File: config.mk
export PLATFORM = sky130hd
export DESIGN_NAME = BranchTargetBuffer
export DESIGN_NICKNAME = d
export VERILOG_FILES = /design/src/BtbPkg.sv /design/src/BtbReadIf.sv /design/src/BranchTargetBuffer.sv /design/src/BtbEntryArray.sv /design/src/BtbFetchDecode.sv /design/src/BtbHitResolve.sv /design/src/BtbUpdateQueue.sv
export SDC_FILE = /design/constraint.sdc
export NUM_CORES = 2
export LEC_CHECK = 0
export BUFFER_PORTS_ARGS = -buffer_cell sky130_fd_sc_hd__buf_4
export CAP_MARGIN = 20
export CORE_MARGIN = 3
export CORE_UTILIZATION = 50
export CTS_CLUSTER_DIAMETER = 30
export CTS_CLUSTER_SIZE = 30
export DETAILED_ROUTE_END_ITERATION = 10
export GPL_ROUTABILITY_DRIVEN = 0
export HOLD_SLACK_MARGIN = 0.1
export PLACE_DENSITY = 0.66
export SYNTH_ARGS = -nofsm -noshare
export SYNTH_HDL_FRONTEND = slang
export SYNTH_HIERARCHICAL = 1
export SYNTH_SLANG_ARGS = --single-unit
File: constraint.sdc
create_clock -name clk -period 5.2 [get_ports clk]
set_input_delay 1.04 -clock clk [delete_from_list [all_inputs] [get_ports clk]]
set_output_delay 1.04 -clock clk [all_outputs]
set_load 0.02 [all_outputs]
File: src/BtbPkg.sv
//~~~~~~~~~~~~~~~~~~~~~~~~~~~~~~~~~~~~~~~~~~~~~~~~~~~~~~~~~~~~~~~~~~~~~~~~~~
// Shared definitions for the branch target buffer.
// Address layout, the stored entry format and the PC field helpers.
// Each block imports what it needs from here.
//~~~~~~~~~~~~~~~~~~~~~~~~~~~~~~~~~~~~~~~~~~~~~~~~~~~~~~~~~~~~~~~~~~~~~~~~~~

package BtbPkg;

    localparam int PC_BITS      = 32;
    localparam int FETCH_WIDTH  = 2;
    localparam int UPDATE_WIDTH = 2;
    localparam int INDEX_BITS   = 6;
    localparam int TAG_BITS     = 10;
    localparam int TARGET_BITS  = 16;
    localparam int ENTRY_NUM    = 1 << INDEX_BITS;

    typedef logic [PC_BITS-1:0]     PcPath;
    typedef logic [INDEX_BITS-1:0]  BtbIndex;
    typedef logic [TAG_BITS-1:0]    BtbTag;
    typedef logic [TARGET_BITS-1:0] BtbTarget;

    // One buffer entry, 28 bits wide.
    typedef struct packed {
        logic     valid;
        logic     isCondBr;
        BtbTag    tag;
        BtbTarget target;
    } BtbEntry;

    // Index is the word address above the byte offset.
    function automatic BtbIndex toBtbIndex(input PcPath pc);
        return pc[INDEX_BITS+1:2];
    endfunction

    // Tag sits right above the index.
    function automatic BtbTag toBtbTag(input PcPath pc);
        return pc[TAG_BITS+INDEX_BITS+1:INDEX_BITS+2];
    endfunction

    // Low word-address bits of the target are kept.
    function automatic BtbTarget toBtbTarget(input PcPath pc);
        return pc[TARGET_BITS+1:2];
    endfunction

    // Upper bits come from the PC that looked the entry up.
    function automatic PcPath rebuildTarget(input PcPath pc, input BtbTarget target);
        return {pc[PC_BITS-1:TARGET_BITS+2], target, 2'b00};
    endfunction

endpackage

File: src/BtbReadIf.sv
//~~~~~~~~~~~~~~~~~~~~~~~~~~~~~~~~~~~~~~~~~~~~~~~~~~~~~~~~~~~~~~~~~~~~~~~~~~
// Read path of the branch target buffer.
// Decode drives the indices and slot PCs, the array returns the entries
// and the result stage compares them.
//~~~~~~~~~~~~~~~~~~~~~~~~~~~~~~~~~~~~~~~~~~~~~~~~~~~~~~~~~~~~~~~~~~~~~~~~~~

`timescale 1ns/1ns

interface BtbReadIf;
    import BtbPkg::*;

    BtbIndex readIndex [FETCH_WIDTH];
    BtbEntry readEntry [FETCH_WIDTH];
    PcPath   slotPc    [FETCH_WIDTH];
    logic    lookupValid;

    modport decodePort (
        output readIndex, slotPc, lookupValid
    );

    modport arrayPort (
        input  readIndex,
        output readEntry
    );

    modport resultPort (
        input readEntry, slotPc, lookupValid
    );

endinterface

File: src/BranchTargetBuffer.sv
//~~~~~~~~~~~~~~~~~~~~~~~~~~~~~~~~~~~~~~~~~~~~~~~~~~~~~~~~~~~~~~~~~~~~~~~~~~
// Top level of the two-wide branch target buffer.
// Lookups return one cycle after the fetch PC; updates are credit-based
// and start once initDone is high.
//~~~~~~~~~~~~~~~~~~~~~~~~~~~~~~~~~~~~~~~~~~~~~~~~~~~~~~~~~~~~~~~~~~~~~~~~~~

`timescale 1ns/1ns

module BranchTargetBuffer #(
    parameter int QUEUE_DEPTH = 4
) (
    input  logic          clk,
    input  logic          rstN,

    // Fetch lookup.
    input  logic          fetchValid,
    input  BtbPkg::PcPath fetchPc,

    // Resolved taken branches.
    input  logic          updValid       [BtbPkg::UPDATE_WIDTH],
    input  BtbPkg::PcPath updBrAddr      [BtbPkg::UPDATE_WIDTH],
    input  BtbPkg::PcPath updTarget      [BtbPkg::UPDATE_WIDTH],
    input  logic          updIsCondBr    [BtbPkg::UPDATE_WIDTH],

    output logic          initDone,
    output logic          creditReturn,

    // Prediction, one cycle after the fetch PC.
    output logic          lookupHit      [BtbPkg::FETCH_WIDTH],
    output BtbPkg::PcPath lookupTarget   [BtbPkg::FETCH_WIDTH],
    output logic          lookupIsCondBr [BtbPkg::FETCH_WIDTH]
);
    import BtbPkg::*;

    logic    writeEnable;
    BtbIndex writeIndex;
    BtbEntry writeEntry;

    BtbReadIf readIf ();

    BtbFetchDecode fetchDecode (
        .clk        (clk),
        .rstN       (rstN),
        .fetchValid (fetchValid),
        .fetchPc    (fetchPc),
        .readPort   (readIf.decodePort)
    );

    BtbEntryArray entryArray (
        .clk         (clk),
        .readPort    (readIf.arrayPort),
        .writeEnable (writeEnable),
        .writeIndex  (writeIndex),
        .writeEntry  (writeEntry)
    );

    BtbUpdateQueue #(
        .QUEUE_DEPTH (QUEUE_DEPTH)
    ) updateQueue (
        .clk          (clk),
        .rstN         (rstN),
        .updValid     (updValid),
        .updBrAddr    (updBrAddr),
        .updTarget    (updTarget),
        .updIsCondBr  (updIsCondBr),
        .initDone     (initDone),
        .creditReturn (creditReturn),
        .writeEnable  (writeEnable),
        .writeIndex   (writeIndex),
        .writeEntry   (writeEntry)
    );

    BtbHitResolve hitResolve (
        .readPort       (readIf.resultPort),
        .initDone       (initDone),
        .lookupHit      (lookupHit),
        .lookupTarget   (lookupTarget),
        .lookupIsCondBr (lookupIsCondBr)
    );

endmodule

File: src/BtbEntryArray.sv
//~~~~~~~~~~~~~~~~~~~~~~~~~~~~~~~~~~~~~~~~~~~~~~~~~~~~~~~~~~~~~~~~~~~~~~~~~~
// Entry storage of the branch target buffer.
// Two synchronous read ports and one write port; a read of the entry
// being written in the same cycle returns the new value.
//~~~~~~~~~~~~~~~~~~~~~~~~~~~~~~~~~~~~~~~~~~~~~~~~~~~~~~~~~~~~~~~~~~~~~~~~~~

`timescale 1ns/1ns

module BtbEntryArray (
    input  logic            clk,
    BtbReadIf.arrayPort     readPort,
    input  logic            writeEnable,
    input  BtbPkg::BtbIndex writeIndex,
    input  BtbPkg::BtbEntry writeEntry
);
    import BtbPkg::*;

    BtbEntry entries [ENTRY_NUM];

    always_ff @(posedge clk) begin
        if (writeEnable) begin
            entries[writeIndex] <= writeEntry;
        end
    end

    // Registered reads, bypassing the write on an index match.
    always_ff @(posedge clk) begin
        for (int i = 0; i < FETCH_WIDTH; i++) begin
            if (writeEnable && (writeIndex == readPort.readIndex[i])) begin
                readPort.readEntry[i] <= writeEntry;
            end
            else begin
                readPort.readEntry[i] <= entries[readPort.readIndex[i]];
            end
        end
    end

endmodule

File: src/BtbFetchDecode.sv
//~~~~~~~~~~~~~~~~~~~~~~~~~~~~~~~~~~~~~~~~~~~~~~~~~~~~~~~~~~~~~~~~~~~~~~~~~~
// Fetch decode for the branch target buffer.
// Splits the fetch PC into one read index per slot and keeps the slot
// PCs for the tag compare in the following cycle.
//~~~~~~~~~~~~~~~~~~~~~~~~~~~~~~~~~~~~~~~~~~~~~~~~~~~~~~~~~~~~~~~~~~~~~~~~~~

`timescale 1ns/1ns

module BtbFetchDecode (
    input  logic            clk,
    input  logic            rstN,
    input  logic            fetchValid,
    input  BtbPkg::PcPath   fetchPc,
    BtbReadIf.decodePort    readPort
);
    import BtbPkg::*;

    localparam int INSN_BYTES = 4;

    PcPath slotAddr [FETCH_WIDTH];

    // Slot i looks up the i-th instruction after the fetch PC.
    always_comb begin
        for (int i = 0; i < FETCH_WIDTH; i++) begin
            slotAddr[i] = fetchPc + PcPath'(INSN_BYTES * i);
            readPort.readIndex[i] = toBtbIndex(slotAddr[i]);
        end
    end

    // Slot PCs line up with the registered read data.
    always_ff @(posedge clk) begin
        for (int i = 0; i < FETCH_WIDTH; i++) begin
            readPort.slotPc[i] <= slotAddr[i];
        end
    end

    always_ff @(posedge clk) begin
        if (!rstN) begin
            readPort.lookupValid <= 1'b0;
        end
        else begin
            readPort.lookupValid <= fetchValid;
        end
    end

endmodule

File: src/BtbHitResolve.sv
//~~~~~~~~~~~~~~~~~~~~~~~~~~~~~~~~~~~~~~~~~~~~~~~~~~~~~~~~~~~~~~~~~~~~~~~~~~
// Hit resolution for the branch target buffer.
// Compares stored tags with the registered slot PCs and rebuilds the
// full predicted targets.
//~~~~~~~~~~~~~~~~~~~~~~~~~~~~~~~~~~~~~~~~~~~~~~~~~~~~~~~~~~~~~~~~~~~~~~~~~~

`timescale 1ns/1ns

module BtbHitResolve (
    BtbReadIf.resultPort  readPort,
    input  logic          initDone,
    output logic          lookupHit      [BtbPkg::FETCH_WIDTH],
    output BtbPkg::PcPath lookupTarget   [BtbPkg::FETCH_WIDTH],
    output logic          lookupIsCondBr [BtbPkg::FETCH_WIDTH]
);
    import BtbPkg::*;

    logic tagMatch [FETCH_WIDTH];

    always_comb begin
        for (int i = 0; i < FETCH_WIDTH; i++) begin
            tagMatch[i] = readPort.readEntry[i].tag == toBtbTag(readPort.slotPc[i]);

            // No hits while the sweep is still clearing entries.
            lookupHit[i] = readPort.readEntry[i].valid && tagMatch[i]
                        && readPort.lookupValid && initDone;

            lookupTarget[i] = rebuildTarget(readPort.slotPc[i],
                                            readPort.readEntry[i].target);
            lookupIsCondBr[i] = readPort.readEntry[i].isCondBr;
        end
    end

endmodule

File: src/BtbUpdateQueue.sv
//~~~~~~~~~~~~~~~~~~~~~~~~~~~~~~~~~~~~~~~~~~~~~~~~~~~~~~~~~~~~~~~~~~~~~~~~~~
// Update path of the branch target buffer.
// Clears the array after reset, then queues taken-branch updates from two
// lanes and drains them one per cycle, returning a credit on each write.
//~~~~~~~~~~~~~~~~~~~~~~~~~~~~~~~~~~~~~~~~~~~~~~~~~~~~~~~~~~~~~~~~~~~~~~~~~~

`timescale 1ns/1ns

module BtbUpdateQueue #(
    parameter int QUEUE_DEPTH = 4
) (
    input  logic            clk,
    input  logic            rstN,
    input  logic            updValid    [BtbPkg::UPDATE_WIDTH],
    input  BtbPkg::PcPath   updBrAddr   [BtbPkg::UPDATE_WIDTH],
    input  BtbPkg::PcPath   updTarget   [BtbPkg::UPDATE_WIDTH],
    input  logic            updIsCondBr [BtbPkg::UPDATE_WIDTH],
    output logic            initDone,
    output logic            creditReturn,
    output logic            writeEnable,
    output BtbPkg::BtbIndex writeIndex,
    output BtbPkg::BtbEntry writeEntry
);
    import BtbPkg::*;

    localparam int PTR_BITS   = $clog2(QUEUE_DEPTH);
    localparam int COUNT_BITS = $clog2(QUEUE_DEPTH + 1);

    typedef logic [PTR_BITS-1:0]   QueuePtr;
    typedef logic [COUNT_BITS-1:0] QueueCount;

    BtbIndex   queueIndex [QUEUE_DEPTH];
    BtbEntry   queueEntry [QUEUE_DEPTH];
    QueuePtr   headPtr;
    QueuePtr   tailPtr;
    QueuePtr   pushPtr;
    QueueCount count;
    QueueCount pushCount;
    logic      popValid;
    BtbIndex   sweepIndex;
    logic      pushEnable [UPDATE_WIDTH];
    QueuePtr   pushSlot   [UPDATE_WIDTH];
    BtbIndex   laneIndex  [UPDATE_WIDTH];
    BtbEntry   laneEntry  [UPDATE_WIDTH];

    // Wraps for depths that are not a power of two.
    function automatic QueuePtr nextPtr(input QueuePtr ptr);
        return (ptr == QueuePtr'(QUEUE_DEPTH - 1)) ? '0 : ptr + 1'b1;
    endfunction

    // Lane 0 takes the tail slot first, lane 1 the one after.
    always_comb begin
        pushPtr   = tailPtr;
        pushCount = '0;
        for (int i = 0; i < UPDATE_WIDTH; i++) begin
            pushEnable[i]         = initDone && updValid[i];
            pushSlot[i]           = pushPtr;
            laneIndex[i]          = toBtbIndex(updBrAddr[i]);
            laneEntry[i].valid    = 1'b1;
            laneEntry[i].isCondBr = updIsCondBr[i];
            laneEntry[i].tag      = toBtbTag(updBrAddr[i]);
            laneEntry[i].target   = toBtbTarget(updTarget[i]);
            if (pushEnable[i]) begin
                pushPtr   = nextPtr(pushPtr);
                pushCount = pushCount + 1'b1;
            end
        end
    end

    always_ff @(posedge clk) begin
        for (int i = 0; i < UPDATE_WIDTH; i++) begin
            if (pushEnable[i]) begin
                queueIndex[pushSlot[i]] <= laneIndex[i];
                queueEntry[pushSlot[i]] <= laneEntry[i];
            end
        end
    end

    // Sweep owns the write port until initDone, the queue head after.
    assign popValid     = initDone && (count != '0);
    assign creditReturn = popValid;
    assign writeEnable  = !initDone || popValid;
    assign writeIndex   = initDone ? queueIndex[headPtr] : sweepIndex;
    assign writeEntry   = initDone ? queueEntry[headPtr] : '0;

    always_ff @(posedge clk) begin
        if (!rstN) begin
            sweepIndex <= '0;
            initDone   <= 1'b0;
            headPtr    <= '0;
            tailPtr    <= '0;
            count      <= '0;
        end
        else begin
            if (!initDone) begin
                sweepIndex <= sweepIndex + 1'b1;
                if (sweepIndex == BtbIndex'(ENTRY_NUM - 1)) begin
                    initDone <= 1'b1;
                end
            end
            if (popValid) begin
                headPtr <= nextPtr(headPtr);
            end
            tailPtr <= pushPtr;
            count   <= count + pushCount - QueueCount'(popValid);
        end
    end

endmodule

==> out/results.ini <==
[run_status]
status=complete, but fails checks
violations=negative setup slack

[clock_tree]
cts_made_buffers=419
clockRootBuffer=clkbuf_16
clk_pin_slew_worst_paths_ns=0.05
clk_path_buf_depth=4
h-tree-depth=5
tritoncts=built
insertion_delay_ns=0.96
clkSinkCount=2001
ctsHoldBuffers=0

[timing]
fin_crit_sh_pct=102
relSlewSlack_pct=32.7
fmax_ghz=0.189
period_needed_ns=5.30
holdWs_ns=0.220
final.setup.worst_slack_ns=-0.101
grt_setup_unrepaired=yes
skew_ns=0.0627
tns_ns=-0.147
hold_violations=0
setup_viol=2
slew_viol_final=0
worst_pin_slew_ns=1.01

[setup_path]
r2r-end=entryArray/entries[61][20]
required_ns=4.16
cpMaxStageDelayCell=dfxtp_4
crit_top_cell=buf_4
path_max_fanout=18
crit_type=flip-flop to output pin
cpPeakStageDelay_ns=0.46
endpoint_kind=output pin
r2r_slack_ns=0.91
path_delay_family=buffers and inverters
worst_ep_arrival_time_ns=4.26
timing.critical_path.cells=buf_6 > clkbuf_16 > buf_4 > nor2b_4 > buf_4 > buf_8 > a2bb2oi_1 > a221oi_2 > buf_4 > a221o_1 > a211oi_2 > xnor2_1 > nand4_1 > nor4_2 > buf_4
cp.buffers_inverters=7
r2r_cells=5
setup.worst_path.start_class=flip-flop

[grt]
overflow=0
grt_start_max_net_pins=69
track_usage_pct=30.6
grt_pass1_wl_mm=415
grt_pass1_vias=56276
antenna_found_initial=11

[yosys]
synthCells=4934
synth_warnings=6
synth_area_mm2=0.0935
avgSynthCellArea_um2=18.9

[drt]
drc=0
drt_iter0_markers=7887
drtPass1Iterations=5
wl_per_cell_um=35.6
wl_mm=296
viasPerCell=6.75
vias=56099
antenna_left=0

[pwr]
pwr_density_cell_mw_per_mm2=414
power_frac_comb_pct=7.9
peakVddDrop_mv=0.342
leakage_nw=37.8
seqPwrFrac_pct=37.3
sw_frac_of_total_pct=22.7
clock_power_share_pct=54.8
p_sw_w=0.0108
intPower_w=0.0366
p_total_w=0.0474

[hold_path]
min_path_type=primary input to flip-flop
min_delay_worst_endpoint=fetchDecode/readPort.slotPc[63]
hold_start=fetchPc[31]
worstHoldPathCells=1

[layout]
drive_gt1_share_pct=40.1
area_delta_synth_final_pct=22.5
fin_util_pct=61.7
nets=5672

[floorplanning]
rows=158
die-height_um=438
die_w_um=438
coreArea_mm2=0.186
io_pins=237
start_util_pct=50.3
dieArea_mm2=0.192

[placement]
hpwlAfterDp_mm=179
dp_slack_ns=0.564
io_buffers=166

[run]
maxCapViolCount=0

## timing repair
item                                   CTS  global route
setup endpoints to repair               31            10
endpoints found under the hold margin    0             0
setup buffers                           24            36
gates resized for setup                 64            74
cloned                                   7             5
pin swaps                                1            17
## how the worst max path moves through the flow
stage                                end  slack, ns  cells after the start
6_report                    lookupHit[0]      -0.10                     15
5_1_grt                     lookupHit[0]      -0.16                     12
2_1_floorplan  entryArray/entries[49][0]       1.25                      7
4_1_cts                     lookupHit[0]      -0.19                     11
3_3_place_gp                lookupHit[0]       0.58                     12
3_5_place_dp                lookupHit[0]       0.56                     12
## power by group through the flow
stage | Clock (W) | Sequential, W | Combinational [W]
2_1_floorplan | 0 | 0.0179 | 0.00226
3_3_place_gp | 0 | 0.0180 | 0.00341
3_5_place_dp | 0 | 0.0180 | 0.00343
4_1_cts | 0.0262 | 0.0177 | 0.00357
5_1_grt | 0.0271 | 0.0177 | 0.00386
6_report | 0.0260 | 0.0177 | 0.00374
## flip-flops by register name, summed over array words and instances, names as in the netlist, named ones only
register / cells
entryArray/entries: 1792
updateQueue/queueEntry: 108
fetchDecode/readPort.slotPc: 48
updateQueue/queueIndex: 24
updateQueue/sweepIndex: 6
updateQueue/count: 3
updateQueue/headPtr: 2
updateQueue/tailPtr: 2
fetchDecode/readPort.lookupValid: 1
updateQueue/initDone: 1
## cell type report
type	count	area, µm²
Clock buffer	471	10800
Tap cell	2480	3100
Clock inverter	281	3020
Antenna cell	5	12.5
Multi-Input combinational cell	2475	32400
Timing Repair Buffer	578	5680
Inverter	15	67.6
Sequential cell	2001	59400
Fill cell	12821	71100
## cell usage in the layout (no fill, tap or decap), types with 51 or more instances in the layout
master,count
buf_12,54
clkinv_1,62
clkinv_2,57
buf_4,464
mux2_2,71
clkbuf_16,430
mux2_1,116
mux2i_1,333
clkinvlp_4,51
edfxtp_1,1924
mux4_2,845
dfxtp_1,64
bufinv_16,52
nor2_1,88
o22ai_1,72
nor2_4,64
nand2_1,171
a21oi_1,92
## metal layers
| layer | vias up | global-route usage, % | wire length, µm |
|---|---|---|---|
| met5 | - | 0 | 11 |
| li1 | 22113 | - | - |
| met3 | 654 | 8.31 | 37800 |
| met1 | 29377 | 41.6 | 107000 |
| met4 | 2 | 12.5 | 12500 |
| met2 | 3953 | 47.0 | 138000 |
## metrics by stage
step                instances  cell area, µm²
CTS                      8248          113000
global placement         7464           98700
global route             8302          114000
detailed placement       7465           98800
finish                   8306          114000
floorplan                4937           93500
(Power assumes the default switching activity.)
